--- src/common/piano_consts.svh ---
`ifndef PIANO_CONSTS_SVH
`define PIANO_CONSTS_SVH

// game geometry
`define PIANO_LANES 4
`define PIANO_DEPTH 16

// timing periods in clock cycles, small for simulation
// a board build scales these up
`define PIANO_KEY_PERIOD 8
`define PIANO_SCROLL_PERIOD 64
`define PIANO_SPAWN_PERIOD 96
`define PIANO_ROW_PERIOD 4

// lane picker
`define PIANO_LFSR_SEED 16'hfeac

// two decimal digits
`define PIANO_SCORE_MAX 99

`endif

--- src/common/piano_pkg.sv ---
`include "piano_consts.svh"

package piano_pkg;

  typedef logic [`PIANO_DEPTH-1:0] lane_bits_t;  // bit 0 is the bottom pixel
  typedef logic [$clog2(`PIANO_LANES)-1:0] lane_idx_t;
  typedef logic [3:0] key_row_t;                 // one-cold
  typedef logic [6:0] score_t;
  typedef logic [3:0] bcd_t;
  typedef logic [6:0] seg_t;                     // active low, gfedcba
  typedef logic [7:0] mat_row_t;                 // one-cold

  typedef struct packed {
    seg_t tens;
    seg_t units;
  } seg_pair_t;

  typedef struct packed {
    lane_bits_t bits;
    logic       hit;
  } lane_out_t;

  typedef enum logic [1:0] {
    SP_IDLE,
    SP_REQ,
    SP_RELEASE
  } spawn_state_t;

endpackage

--- src/rtl/tile_spawner.sv ---
`timescale 1ns/1ns
`include "piano_consts.svh"

module tile_spawner (
  input  logic                    clk,
  input  logic                    rst,
  input  logic [`PIANO_LANES-1:0] spawn_ack,
  output logic [`PIANO_LANES-1:0] spawn_req,
  output logic                    scroll_tick
);
  import piano_pkg::*;

  localparam int SCROLL_W = $clog2(`PIANO_SCROLL_PERIOD);
  localparam int SPAWN_W = $clog2(`PIANO_SPAWN_PERIOD);

  logic [15:0]         lfsr;
  logic [SCROLL_W-1:0] scroll_cnt;
  logic [SPAWN_W-1:0]  spawn_cnt;
  logic                spawn_tick;
  lane_idx_t           sel;
  spawn_state_t        state;

  always_ff @(posedge clk or negedge rst) begin
    if (!rst) begin
      lfsr <= `PIANO_LFSR_SEED;
    end else begin
      lfsr <= {lfsr[14:0], lfsr[15] ^ lfsr[0]};
    end
  end

  always_ff @(posedge clk or negedge rst) begin
    if (!rst) begin
      scroll_cnt  <= '0;
      scroll_tick <= 1'b0;
      spawn_cnt   <= '0;
      spawn_tick  <= 1'b0;
    end else begin
      scroll_tick <= (scroll_cnt == SCROLL_W'(`PIANO_SCROLL_PERIOD - 1));
      spawn_tick  <= (spawn_cnt == SPAWN_W'(`PIANO_SPAWN_PERIOD - 1));
      if (scroll_cnt == SCROLL_W'(`PIANO_SCROLL_PERIOD - 1)) scroll_cnt <= '0;
      else scroll_cnt <= scroll_cnt + 1'b1;
      if (spawn_cnt == SPAWN_W'(`PIANO_SPAWN_PERIOD - 1)) spawn_cnt <= '0;
      else spawn_cnt <= spawn_cnt + 1'b1;
    end
  end

  // four-phase handshake with the chosen lane
  always_ff @(posedge clk or negedge rst) begin
    if (!rst) begin
      state     <= SP_IDLE;
      sel       <= '0;
      spawn_req <= '0;
    end else begin
      case (state)
        SP_IDLE: begin
          if (spawn_tick) begin  // ticks during a handshake are dropped
            sel                                  <= lfsr[$bits(lane_idx_t)-1:0];
            spawn_req[lfsr[$bits(lane_idx_t)-1:0]] <= 1'b1;
            state                                <= SP_REQ;
          end
        end
        SP_REQ: begin
          if (spawn_ack[sel]) begin
            spawn_req <= '0;
            state     <= SP_RELEASE;
          end
        end
        SP_RELEASE: begin
          if (!spawn_ack[sel]) state <= SP_IDLE;
        end
        default: state <= SP_IDLE;
      endcase
    end
  end

endmodule

--- src/lane/tile_lane.sv ---
`timescale 1ns/1ns
`include "piano_consts.svh"

module tile_lane (
  input  logic                 clk,
  input  logic                 rst,
  input  logic                 scroll_tick,
  input  logic                 spawn_req,
  input  logic                 press,
  output logic                 spawn_ack,
  output piano_pkg::lane_out_t lane
);
  import piano_pkg::*;

  localparam lane_bits_t TILE = {2'b11, {(`PIANO_DEPTH - 2){1'b0}}};

  lane_bits_t col;
  lane_bits_t col_cleared;
  logic       hit_q;
  logic       take;

  // a hit removes the bottom tile before any shift
  always_comb begin
    col_cleared = col;
    if (press && col[0]) begin
      col_cleared[1:0] = 2'b00;
    end
  end

  // top two pixels must be dark so tiles keep a gap between them
  assign take = scroll_tick && spawn_req && !spawn_ack &&
                (col[`PIANO_DEPTH-1 -: 2] == 2'b00);

  always_ff @(posedge clk or negedge rst) begin
    if (!rst) begin
      col       <= '0;
      hit_q     <= 1'b0;
      spawn_ack <= 1'b0;
    end else begin
      hit_q <= press && col[0];
      if (scroll_tick) begin
        if (take) col <= (col_cleared >> 1) | TILE;
        else col <= col_cleared >> 1;
      end else begin
        col <= col_cleared;
      end
      if (take) begin
        spawn_ack <= 1'b1;
      end else if (!spawn_req) begin
        spawn_ack <= 1'b0;  // request withdrawn
      end
    end
  end

  assign lane.bits = col;
  assign lane.hit  = hit_q;

endmodule

--- src/rtl/keypad_scan.sv ---
`timescale 1ns/1ns
`include "piano_consts.svh"

module keypad_scan (
  input  logic                    clk,
  input  logic                    rst,
  input  logic [3:0]              keypad_col,  // keys sit on column 0
  output piano_pkg::key_row_t     keypad_row,
  output logic [`PIANO_LANES-1:0] press
);

  localparam int CNT_W = $clog2(`PIANO_KEY_PERIOD);

  logic [CNT_W-1:0] cnt;
  logic             row_end;

  assign row_end = (cnt == CNT_W'(`PIANO_KEY_PERIOD - 1));

  always_ff @(posedge clk or negedge rst) begin
    if (!rst) begin
      cnt        <= '0;
      keypad_row <= 4'b1110;
    end else if (row_end) begin
      cnt        <= '0;
      keypad_row <= {keypad_row[2:0], keypad_row[3]};  // 1110 -> 1101 -> 1011 -> 0111
    end else begin
      cnt <= cnt + 1'b1;
    end
  end

  // row 1110 belongs to lane 3, row 0111 to lane 0
  always_comb begin
    for (int i = 0; i < `PIANO_LANES; i++) begin
      press[i] = row_end && !keypad_col[0] && !keypad_row[3 - i];
    end
  end

endmodule

--- src/rtl/score_display.sv ---
`timescale 1ns/1ns
`include "piano_consts.svh"

module score_display (
  input  logic                    clk,
  input  logic                    rst,
  input  logic [`PIANO_LANES-1:0] hit,
  output piano_pkg::seg_pair_t    digits
);
  import piano_pkg::*;

  score_t score;
  bcd_t   tens;
  bcd_t   units;

  function automatic seg_t seg_of(input bcd_t d);
    case (d)
      4'd0:    seg_of = 7'b1000000;
      4'd1:    seg_of = 7'b1111001;
      4'd2:    seg_of = 7'b0100100;
      4'd3:    seg_of = 7'b0110000;
      4'd4:    seg_of = 7'b0011001;
      4'd5:    seg_of = 7'b0010010;
      4'd6:    seg_of = 7'b0000010;
      4'd7:    seg_of = 7'b1111000;
      4'd8:    seg_of = 7'b0000000;
      4'd9:    seg_of = 7'b0010000;
      default: seg_of = 7'b1111111;  // blank
    endcase
  endfunction

  // one lane hits per cycle at most
  always_ff @(posedge clk or negedge rst) begin
    if (!rst) begin
      score <= '0;
    end else if (|hit && score < score_t'(`PIANO_SCORE_MAX)) begin
      score <= score + 1'b1;
    end
  end

  always_comb begin
    tens = '0;
    for (int k = 1; k <= 9; k++) begin
      if (score >= score_t'(10 * k)) begin
        tens = bcd_t'(k);
      end
    end
    units = bcd_t'(score - score_t'(10 * tens));
  end

  always_ff @(posedge clk or negedge rst) begin
    if (!rst) begin
      digits.tens  <= seg_of(bcd_t'(0));
      digits.units <= seg_of(bcd_t'(0));
    end else begin
      digits.tens  <= seg_of(tens);
      digits.units <= seg_of(units);
    end
  end

endmodule

--- src/rtl/dot_matrix_scan.sv ---
`timescale 1ns/1ns
`include "piano_consts.svh"

module dot_matrix_scan (
  input  logic                                    clk,
  input  logic                                    rst,
  input  piano_pkg::lane_bits_t [`PIANO_LANES-1:0] lanes,
  output piano_pkg::mat_row_t                     dot_row,
  output piano_pkg::lane_bits_t                   dot_col
);

  localparam int CNT_W = $clog2(`PIANO_ROW_PERIOD);

  logic [CNT_W-1:0] cnt;
  logic [2:0]       row_idx;

  always_ff @(posedge clk or negedge rst) begin
    if (!rst) begin
      cnt     <= '0;
      row_idx <= '0;
      dot_row <= '1;  // no row driven
      dot_col <= '0;
    end else if (cnt == CNT_W'(`PIANO_ROW_PERIOD - 1)) begin
      cnt     <= '0;
      row_idx <= row_idx + 1'b1;
      dot_row <= ~(8'b1000_0000 >> row_idx);  // row r pulls bit 7-r low
      dot_col <= lanes[row_idx[2:1]];         // two rows per lane
    end else begin
      cnt <= cnt + 1'b1;
    end
  end

endmodule

--- src/rtl/piano_top.sv ---
`timescale 1ns/1ns
`include "piano_consts.svh"

module piano_top (
  input  logic                  clk,
  input  logic                  rst,
  input  logic [3:0]            keypad_col,
  output piano_pkg::key_row_t   keypad_row,
  output piano_pkg::mat_row_t   dot_row,
  output piano_pkg::lane_bits_t dot_col,
  output piano_pkg::seg_t       seg_units,
  output piano_pkg::seg_t       seg_tens
);
  import piano_pkg::*;

  logic [`PIANO_LANES-1:0]       spawn_req;
  logic [`PIANO_LANES-1:0]       spawn_ack;
  logic [`PIANO_LANES-1:0]       press;
  logic [`PIANO_LANES-1:0]       hit;
  logic                          scroll_tick;
  lane_bits_t [`PIANO_LANES-1:0] lane_bits;
  seg_pair_t                     digits;

  tile_spawner u_spawner (
    .clk         (clk),
    .rst         (rst),
    .spawn_ack   (spawn_ack),
    .spawn_req   (spawn_req),
    .scroll_tick (scroll_tick)
  );

  generate
    for (genvar i = 0; i < `PIANO_LANES; i++) begin : g_lane
      lane_out_t lane_o;

      tile_lane u_lane (
        .clk         (clk),
        .rst         (rst),
        .scroll_tick (scroll_tick),
        .spawn_req   (spawn_req[i]),
        .press       (press[i]),
        .spawn_ack   (spawn_ack[i]),
        .lane        (lane_o)
      );

      assign lane_bits[i] = lane_o.bits;
      assign hit[i]       = lane_o.hit;
    end
  endgenerate

  keypad_scan u_keypad (
    .clk        (clk),
    .rst        (rst),
    .keypad_col (keypad_col),
    .keypad_row (keypad_row),
    .press      (press)
  );

  score_display u_score (
    .clk    (clk),
    .rst    (rst),
    .hit    (hit),
    .digits (digits)
  );

  dot_matrix_scan u_matrix (
    .clk     (clk),
    .rst     (rst),
    .lanes   (lane_bits),
    .dot_row (dot_row),
    .dot_col (dot_col)
  );

  assign seg_units = digits.units;
  assign seg_tens  = digits.tens;

endmodule

--- config.mk ---
export PLATFORM = sky130hd
export DESIGN_NAME = piano_top
export DESIGN_NICKNAME = d
export VERILOG_FILES = /design/src/common/piano_pkg.sv /design/src/rtl/tile_spawner.sv /design/src/lane/tile_lane.sv /design/src/rtl/keypad_scan.sv /design/src/rtl/score_display.sv /design/src/rtl/dot_matrix_scan.sv /design/src/rtl/piano_top.sv
export VERILOG_INCLUDE_DIRS = /design/src /design/src/common
export SDC_FILE = /design/constraint.sdc
export NUM_CORES = 1
export LEC_CHECK = 0
export BUFFER_PORTS_ARGS = -buffer_cell sky130_fd_sc_hd__buf_2
export CORE_AREA = 10 10 121 123
export DETAILED_ROUTE_END_ITERATION = 8
export DIE_AREA = 0 0 131 133
export PLACE_DENSITY_LB_ADDON = 0.08
export SETUP_SLACK_MARGIN = 0.05
export SLEW_MARGIN = 10
export SYNTH_ARGS = -nofsm -noshare
export SYNTH_HDL_FRONTEND = slang
export SYNTH_SLANG_ARGS = --single-unit
--- constraint.sdc ---
create_clock -name clk -period 3.1 [get_ports clk]
set_input_delay 0.31 -clock clk [delete_from_list [all_inputs] [get_ports clk]]
set_output_delay 0.31 -clock clk [all_outputs]
set_load 0.01 [all_outputs]
==> flow_summary.yaml, run 1 <==
status:
  status: "finished, final reports clean"
placement:
  gp_congestion: 0.8322
  hpwl_mm: 8.770
  dpl_cell_area_um2: 7697
  io_buffers: 44
  placed_cells: 757
cells_and_area:
  drive_gt1_share_pct: 33.33
  post-route-cell-area_um2: 8308
  n_antenna_cell: 0
  finalNonFillerCells: 790
  syn2layout_area_growth_pct: 14.74
  fillers: 912
  multiInputGateArea_um2: 2809
  finalNetCount: 636
  regArea_um2: 4238
die:
  die_area_um2: 17420
  initial_core_util_pct: 58.57
  rows: 41
  die_w_um: 131
  num_io_pins: 48
  core_area_um2: 12360
  die_h_um: 133
worst_hold_path:
  hold_path_depth: 3
  hp-class: "in -> reg"
pwr:
  combPwrFrac_pct: 14.6
  p_switching_uw: 1311
  intPower_uw: 3934
  power_uw: 5244
  power_density_nw_per_um2: 631.2
  p_sw_share_pct: 24.99
  peakVddDrop_mv: 0.4334
  p_leak_uw: 0.003939
  p_clk_share_pct: 40.3
  power_frac_seq_pct: 45.0
routing:
  dr.pass1.iters: 6
  vias_per_cell: 5.511
  wire_per_inst_um: 16.55
  ant_nets: 0
  finalWirelength_mm: 13.07
  vias: 4354
  initialDrtViolationCount: 349
  drc: 0
clocking:
  clock-sinks: 168
  htreeDepth: 4
  clock_latency_ps: 430
  clockRootBuffer: "clkbuf_16"
  numCtsBuffers: 17
  clk_pin_slew_ps: 60
  clockBufferDepth: 2
  cts_setup_buffers: 0
  cts_tree: "built"
logic_synthesis:
  synth_cells: 553
  synth-edff-count: 0
  synth_top_family_by_area: "multiplexers"
  synth_xor_area_share_pct: 1.814
  synth_compound_gate_area_share_pct: 6.636
  synth.most_common_cell: "dfrtp_1"
  async_reset_ff_share_pct: 100.0
  synth_area_um2: 7241
  syn-num-nets: 584
  ys_ff_latch: 168
  synth_cell_types: 48
  synth-main-ff-cell: "dfrtp_1"
  synth_area_leaders: "dfrtp_1, mux2_2, dfstp_2, mux4_2, ha_1"
  yosysWarnings: 0
  syn_avg_cell_area_um2: 13.09
  synthMuxAreaShare_pct: 17.14
  yosys.area.top_type: "dfrtp_1"
  ys_seq_area_share_pct: 58.48
  synthAdderAreaFrac_pct: 4.424
  synthSimpleGateAreaFrac_pct: 8.709
  synth_commonest_cells: "dfrtp_1, mux2_2, nor2_1"
  synth_top_area_share_pct: 49.77
worst_setup_path:
  r2r.worst_path.cells: 12
  crit_fanout: 10
  startpoint_type: "flip-flop"
  cp-end-kind: "flip-flop"
  required_ps: 3400
  cp.arrival_ps: 3050
  critPathKind: "reg -> reg"
sta:
  fin_crit_sh_pct: 88.61
  fmaxAchievable_mhz: 364.1
  maxSlewHeadroom_pct: 33.81
  slew_violations: 0
  final.setup_skew_ps: 9.011
  rsz0062_at_grt: "no"
  finalSetupViolations: 0
  finalCriticalPeriod_ps: 2747
  hold_viol_final: 0
  tightest_slew_ps: 992.9
  tns_ps: 0
grt:
  antenna_found_initial: 0
  overflow: 0
  grt_usage_pct: 16.26
  grt_pass1_vias: 4523
  grt_pass1_wl_mm: 22.51
  grt_max_degree: 81
flow_run:
  cap_violations: 0
==> sequential cells by signal, summed over array words and instances (netlist names), 6 cells and up <==
register and cells:
u_spawner.scroll_cnt 6, u_matrix.dot_row 8, u_spawner.spawn_cnt 7, u_score.digits 14, u_matrix.dot_col 16, g_lane.u_lane.col 64, u_score.score 7, u_spawner.lfsr 16
==> cell type report <==
| type | instances | share of cell area, % |
|---|---|---|
| clock buffers | 24 | 5.678 |
| clock inverters | 8 | 1.461 |
| inverters | 19 | 0.8584 |
| multi-input cells | 338 | 33.81 |
| flip-flops and latches | 168 | 51.01 |
| well taps | 172 | 2.590 |
| repair buffers | 61 | 4.593 |
==> stage by stage <==
stage | hold WS [ps] | worst slack (ps) | utilization (%)
floorplan | 14.41 | 361.1 | -
global placement | 328.3 | 353.4 | 62.26
detailed placement | 339.0 | 248.4 | 62.26
CTS | 263.2 | 235.0 | 67.14
global route | 283.7 | 68.66 | 67.20
finish | 284.9 | 353.1 | 67.20
==> path summary, 6_finish.rpt <==
path                                                    from                               end  slack (ps)
max in group asynchronous                                rst   u_matrix.dot_row[5]$_DFFE_PN1P_        1910
worst min-delay path                           keypad_col[0]  g_lane[0].u_lane.hit_q$_DFF_PN0_         280
worst max-delay path            u_score.score[3]$_DFFE_PN0P_       u_score.digits[0]$_DFF_PN0_         350
worst min register to register  u_spawner.lfsr[13]$_DFF_PN1_      u_spawner.lfsr[14]$_DFF_PN1_         350
min in group asynchronous                                rst      u_score.score[3]$_DFFE_PN0P_         440
worst max register to register  u_score.score[3]$_DFFE_PN0P_       u_score.digits[0]$_DFF_PN0_         350
==> worst max-delay path, stage by stage, from the launching register on <==
cell and delay (ps):
dfrtp_1 450, and3b_1 190, o21ai_0 150, nand3_1 150, a21oi_4 170, inv_1 90, ha_1 190, fa_1 370
xnor2_1 200, xnor2_1 170, buf_4 210, and3_4 220, nor3_1 60
==> layout by cell type, fill, tap and decap left out, types with 10 or more instances in the layout <==
master,instances
nor2_1,48
mux2_2,70
nand2_1,27
ha_1,24
o21ai_0,19
a21oi_1,20
buf_2,43
dfstp_2,24
dfrtp_1,141
a31oi_1,12
inv_1,19
mux4_2,17
nand2b_1,10
clkbuf_16,17
buf_4,14
==> power by group through the flow <==
stage                     Combinational [uW]  Clock [uW]  Sequential [uW]
final                                    767        2120             2360
after global routing                     850        2270             2370
after CTS                                768        2160             2360
after detailed placement                 757           0             2400
after global placement                   729           0             2390
after floorplan                          499           0             2410
==> repair_timing <==
action / 4_1_cts / 5_1_grt
setup endpoints to repair: 0 / 4
endpoints found under the hold margin: 45 / 0
hold buffers: 1 / 0
gates resized for setup: 0 / 3
==> cell families after synthesis <==
kind of cell | Yosys count
AOI/OAI and AO/OA | 74
and+or+nand+nor | 130
xor gates and xnor gates | 15
adders and majority gates | 25
DFF | 168
muxes | 94
buffers and inverters | 47
==> layer usage <==
metal	share of wire, %	GRT usage, %	vias to the layer above	routed length [um]
met5	0	0	-	0
met4	1.7	6.180	0	216
met3	3.8	4.035	17	494
met2	48	24.58	77	6266
met1	47	22.08	2210	6097
li1	-	-	2050	-
No activity file was read; power rests on OpenSTA's default activity.
==> run 2, diff against run 1 <==
Settings changed: CORE_AREA 10 10 121 123 to 10 10 126 128, DIE_AREA 0 0 131 133 to 0 0 136 138.
==> run 2 against run 1 <==
Combinational power fell by 2%; worst setup slack lost 94 ps; core utilization is 5.6 points lower; final area increased by 0.12%; clock skew down 3.3 ps; critical endpoint is now u_score.digits[3]$_DFF_PN0_; largest power group unchanged; highest routed layer unchanged.
==> flow_summary.yaml, run 2 (synthesized netlist as in run 1, its figures left out) <==
pwr:
  power_density_nw_per_um2: 627.2
  peakVddDrop_mv: 0.3480
  p_leak_uw: 0.003942
  power_uw: 5217
sta:
  final.setup_skew_ps: 5.760
  tns_ps: 0
  hold_viol_final: 0
  maxSlewHeadroom_pct: 33.11
  fin_crit_sh_pct: 91.65
  fmaxAchievable_mhz: 352.0
  finalCriticalPeriod_ps: 2841
  tightest_slew_ps: 1003
  slew_violations: 0
  finalSetupViolations: 0
  rsz0062_at_grt: "no"
  worst_slack_ps: 258.7
die:
  rows: 43
  die_w_um: 136
  core_area_um2: 13500
  initial_core_util_pct: 53.62
  num_io_pins: 48
  die_h_um: 138
  die_area_um2: 18770
worst_setup_path:
  crit_fanout: 11
  required_ps: 3420
  critPathKind: "reg -> reg"
  cp.arrival_ps: 3170
  cp-end-kind: "flip-flop"
  reg2reg_slack_ps: 260
  startpoint_type: "flip-flop"
clocking:
  numCtsBuffers: 17
  clk_pin_slew_ps: 60
  htreeDepth: 4
  clock_latency_ps: 420
  clockRootBuffer: "clkbuf_16"
  cts_tree: "built"
  clockBufferDepth: 2
  clock-sinks: 168
routing:
  wire_per_inst_um: 15.40
  vias: 4321
  finalWirelength_mm: 12.26
  dr.pass1.iters: 4
  vias_per_cell: 5.428
  initialDrtViolationCount: 340
  drc: 0
  ant_nets: 0
cells_and_area:
  drive_gt1_share_pct: 33.93
  syn2layout_area_growth_pct: 14.88
  post-route-util_pct: 61.60
  finalNetCount: 634
  largest_reg_flops: 64
  mostFrequentLayoutCell: "dfrtp_1"
  top_register: "g_lane.u_lane.col"
  finalNonFillerCells: 796
  mostFrequentLayoutCells: "dfrtp_1, mux2_2, nor2_1"
  reg.largest.list: "g_lane.u_lane.col (64), u_matrix.dot_col (16), u_spawner.lfsr (16)"
  n_antenna_cell: 0
placement:
  io_buffers: 44
  dp_slack_ps: 197.1
  gp_congestion: 0.7818
  hpwl_mm: 8.138
  placed_cells: 763
flow_run:
  cap_violations: 0
grt:
  antenna_found_initial: 0
  grt_max_degree: 58
  overflow: 0
  grt_usage_pct: 13.79
  grt_pass1_wl_mm: 21.40
  grt_pass1_vias: 4466
worst_hold_path:
  hp-class: "in -> reg"
status:
  status: "finished, final reports clean"
## run 2: cell types whose count changed in the layout (fill, tap and decap cells not counted)
cell / before / now
xnor2_1: 8 / 6
xnor2_2: 0 / 2
clkinv_4: 1 / 0
dfrtp_2: 3 / 5
clkinv_2: 3 / 5
clkbuf_1: 5 / 4
buf_4: 14 / 12
dfrtp_1: 141 / 139
## run 2: final cells by class
class	instances	area (um^2)
Clock buffer	23	467.9
Clock inverter	9	122.6
Fill cell	1039	5186
Inverter	19	71.32
Multi-Input combinational cell	338	2824
Sequential cell	168	4240
Tap cell	180	225.2
Timing Repair Buffer	59	366.6
## run 2: critical path, cell delays in order, from the launching register on
cell      delay, ps
dfrtp_2         490
and3b_1         200
o21ai_0         160
nand3_1         150
a21oi_4         180
inv_1            90
ha_1            200
fa_1            400
xnor2_2         170
xnor2_2         150
buf_4           170
and3_4          200
a211oi_2        200
## run 2: final timing paths
kind	end	start	depth (start not counted)
worst max register to register	u_score.digits[3]$_DFF_PN0_	u_score.score[3]$_DFFE_PN0P_	12
worst min-delay path	g_lane[1].u_lane.hit_q$_DFF_PN0_	keypad_col[0]	3
max in group asynchronous	u_spawner.lfsr[15]$_DFF_PN1_	rst	3
worst max-delay path	u_score.digits[3]$_DFF_PN0_	u_score.score[3]$_DFFE_PN0P_	12
worst min register to register	u_spawner.lfsr[9]$_DFF_PN1_	u_spawner.lfsr[8]$_DFF_PN0_	0
min in group asynchronous	u_score.digits[9]$_DFF_PN0_	rst	2
## run 2: repair_timing
item / CTS / global route
buffers inserted: 0 / 0
gates resized for setup: 0 / 7
setup endpoints to repair: 0 / 6
endpoints found under the hold margin: 29 / 0
hold buffers: 1 / 0
## run 2: through the flow
| step | hold slack (ps) | cell area (um^2) |
|---|---|---|
| 6_report | 271.4 | 8318 |
| 2_1_floorplan | 14.41 | 7241 |
| 3_3_place_gp | 265.9 | 7692 |
| 5_1_grt | 278.3 | 8318 |
| 4_1_cts | 257.8 | 8293 |
| 3_5_place_dp | 269.5 | 7692 |
## run 2: metal layers
layer / wire [um] / vias to the layer above / global-route usage [%]
li1: - / 2055 / -
met1: 5902 / 2185 / 18.61
met2: 5628 / 64 / 20.34
met3: 518 / 17 / 3.986
met4: 209 / 0 / 5.721
met5: 0 / - / 0
## run 2: report_power, final
| group | internal (uW) | switching, uW |
|---|---|---|
| logic | 331 | 420 |
| registers | 2300 | 70.4 |
| clock network | 1300 | 795 |
==> run 3, diff against run 2 <==
Settings changed: ABC_AREA set to 0.
Clock period 3.1 ns to 3.3 ns, I/O delays scaled along.
==> run 3 against run 2 <==
Sequential power down 6%; global-route usage hardly changed; final area shrank 0.33%; total power down 7.0%; critical path type unchanged; sequential share of layout area is 0.15 points higher; via count is 1.8% lower.
==> flow_summary.yaml, run 3 (synthesized netlist as in run 1, its figures left out) <==
status:
  status: "finished, final reports clean"
worst_setup_path:
  cp.arrival_ps: 3300
  reg2reg_slack_ps: 330
  critPathKind: "reg -> reg"
  crit_fanout: 12
  required_ps: 3630
  r2r-end: "u_score.digits[3]$_DFF_PN0_"
  cp-end-kind: "flip-flop"
  startpoint_type: "flip-flop"
  rr_startpoint: "u_score.score[5]$_DFFE_PN0P_"
  r2r.worst_path.cells: 11
cells_and_area:
  largest_reg_flops: 64
  finalNetCount: 636
  drive_gt1_share_pct: 33.82
  fillers: 1066
  mostFrequentLayoutCells: "dfrtp_1, mux2_2, nor2_1"
  top_register: "g_lane.u_lane.col"
  n_antenna_cell: 0
  mostFrequentLayoutCell: "dfrtp_1"
  syn2layout_area_growth_pct: 14.50
  reg.largest.list: "g_lane.u_lane.col (64), u_matrix.dot_col (16), u_spawner.lfsr (16)"
routing:
  drc: 0
  vias: 4245
  dr.pass1.iters: 4
  initialDrtViolationCount: 323
  wire_per_inst_um: 15.42
  vias_per_cell: 5.320
  finalWirelength_mm: 12.31
  ant_nets: 0
placement:
  dp_slack_ps: 207.4
  gp_congestion: 0.8108
  hpwl_mm: 8.011
  io_buffers: 44
sta:
  tightest_slew_ps: 962.3
  finalSetupViolations: 0
  maxSlewHeadroom_pct: 35.84
  finalCriticalPeriod_ps: 2966
  worst_slack_ps: 334.4
  final.setup_skew_ps: 11.05
  fin_crit_sh_pct: 89.87
  tns_ps: 0
  slew_violations: 0
  hold_viol_final: 0
  rsz0062_at_grt: "no"
  fmaxAchievable_mhz: 337.2
clocking:
  clk_pin_slew_ps: 60
  clockRootBuffer: "clkbuf_16"
  clockBufferDepth: 2
  clock_latency_ps: 430
  clock-sinks: 168
  numCtsBuffers: 17
  htreeDepth: 4
  cts_tree: "built"
  hold_buffers: 0
die:
  die_w_um: 136
  die_area_um2: 18770
  num_io_pins: 48
  die_h_um: 138
  core_area_um2: 13500
  initial_core_util_pct: 53.62
  rows: 43
worst_hold_path:
  hp-class: "in -> async"
pwr:
  intPower_uw: 3634
  p_sw_share_pct: 25.11
  p_leak_uw: 0.003936
  power_density_nw_per_um2: 585.3
  power_frac_seq_pct: 45.9
  p_switching_uw: 1219
  combPwrFrac_pct: 14.2
  p_clk_share_pct: 39.9
  peakVddDrop_mv: 0.4285
grt:
  grt_usage_pct: 13.81
  grt_max_degree: 107
  antenna_found_initial: 0
  grt_pass1_vias: 4338
  overflow: 0
  grt_pass1_wl_mm: 21.21
flow_run:
  cap_violations: 0
[run 3: worst max-delay path by stage]
stage                                 start                           to  slack [ps]  cells past startpoint
2_1_floorplan  u_score.score[0]$_DFFE_PN0P_  u_score.digits[4]$_DFF_PN0_         560                     12
3_3_place_gp   u_score.score[3]$_DFFE_PN0P_  u_score.digits[0]$_DFF_PN0_         250                     12
3_5_place_dp   u_score.score[3]$_DFFE_PN0P_  u_score.digits[0]$_DFF_PN0_         210                     12
4_1_cts        u_score.score[3]$_DFFE_PN0P_  u_score.digits[0]$_DFF_PN0_         180                     12
5_1_grt        u_score.score[0]$_DFFE_PN0P_  u_score.digits[3]$_DFF_PN0_          70                     13
6_report       u_score.score[5]$_DFFE_PN0P_  u_score.digits[3]$_DFF_PN0_         330                     11
[run 3: metal layers]
layer / part of all wire (%) / vias to the layer above / track usage [%]
met2: 47 / 52 / 20.65
met4: 1.5 / 0 / 5.665
met5: 0 / - / 0
met3: 3.8 / 12 / 3.804
li1: - / 2057 / -
met1: 47 / 2124 / 18.53
[run 3: what timing repair did]
action                     in CTS  in global routing
setup endpoints to repair       0                  7
resized for setup               0                  4
setup buffers                   0                  4
[run 3: final cells by class]
cell class	count	area, um^2	area share [%]
clock buffer	24	481.7	5.810
inverter	19	71.32	0.8602
sequential	168	4239	51.13
clock inverter	8	97.59	1.177
tap	180	225.2	2.717
multi-input combinational	338	2809	33.88
timing repair buffer	61	366.6	4.422
[run 3: through the flow]
step	utilization, %	instance area, um^2	power (uW)	hold WS (ps)	std cells
final	61.39	8290	4852	23.02	798
after CTS	61.10	8252	4881	74.52	794
after floorplan	-	7241	2733	34.41	553
after global placement	56.81	7672	2909	339.8	762
after detailed placement	56.81	7672	2933	337.6	762
after global routing	61.39	8290	5094	101.6	798
[run 3: power by group through the flow]
| stage | Clock (uW) | Combinational, uW | Sequential (uW) |
|---|---|---|---|
| finish | 1930 | 690 | 2230 |
| global placement | 0 | 647 | 2260 |
| CTS | 1980 | 673 | 2230 |
| global route | 2070 | 789 | 2240 |
| detailed placement | 0 | 668 | 2270 |
| floorplan | 0 | 469 | 2260 |
[run 3: worst max-delay path, stage by stage, from the launching register on]
cell and delay (ps):
dfrtp_2 500, and2b_1 330, o21ai_0 180, a21oi_4 260, inv_1 120, ha_1 210
fa_1 370, xnor2_1 200, xnor2_1 170, buf_4 210, nor2_1 80, a211oi_2 240
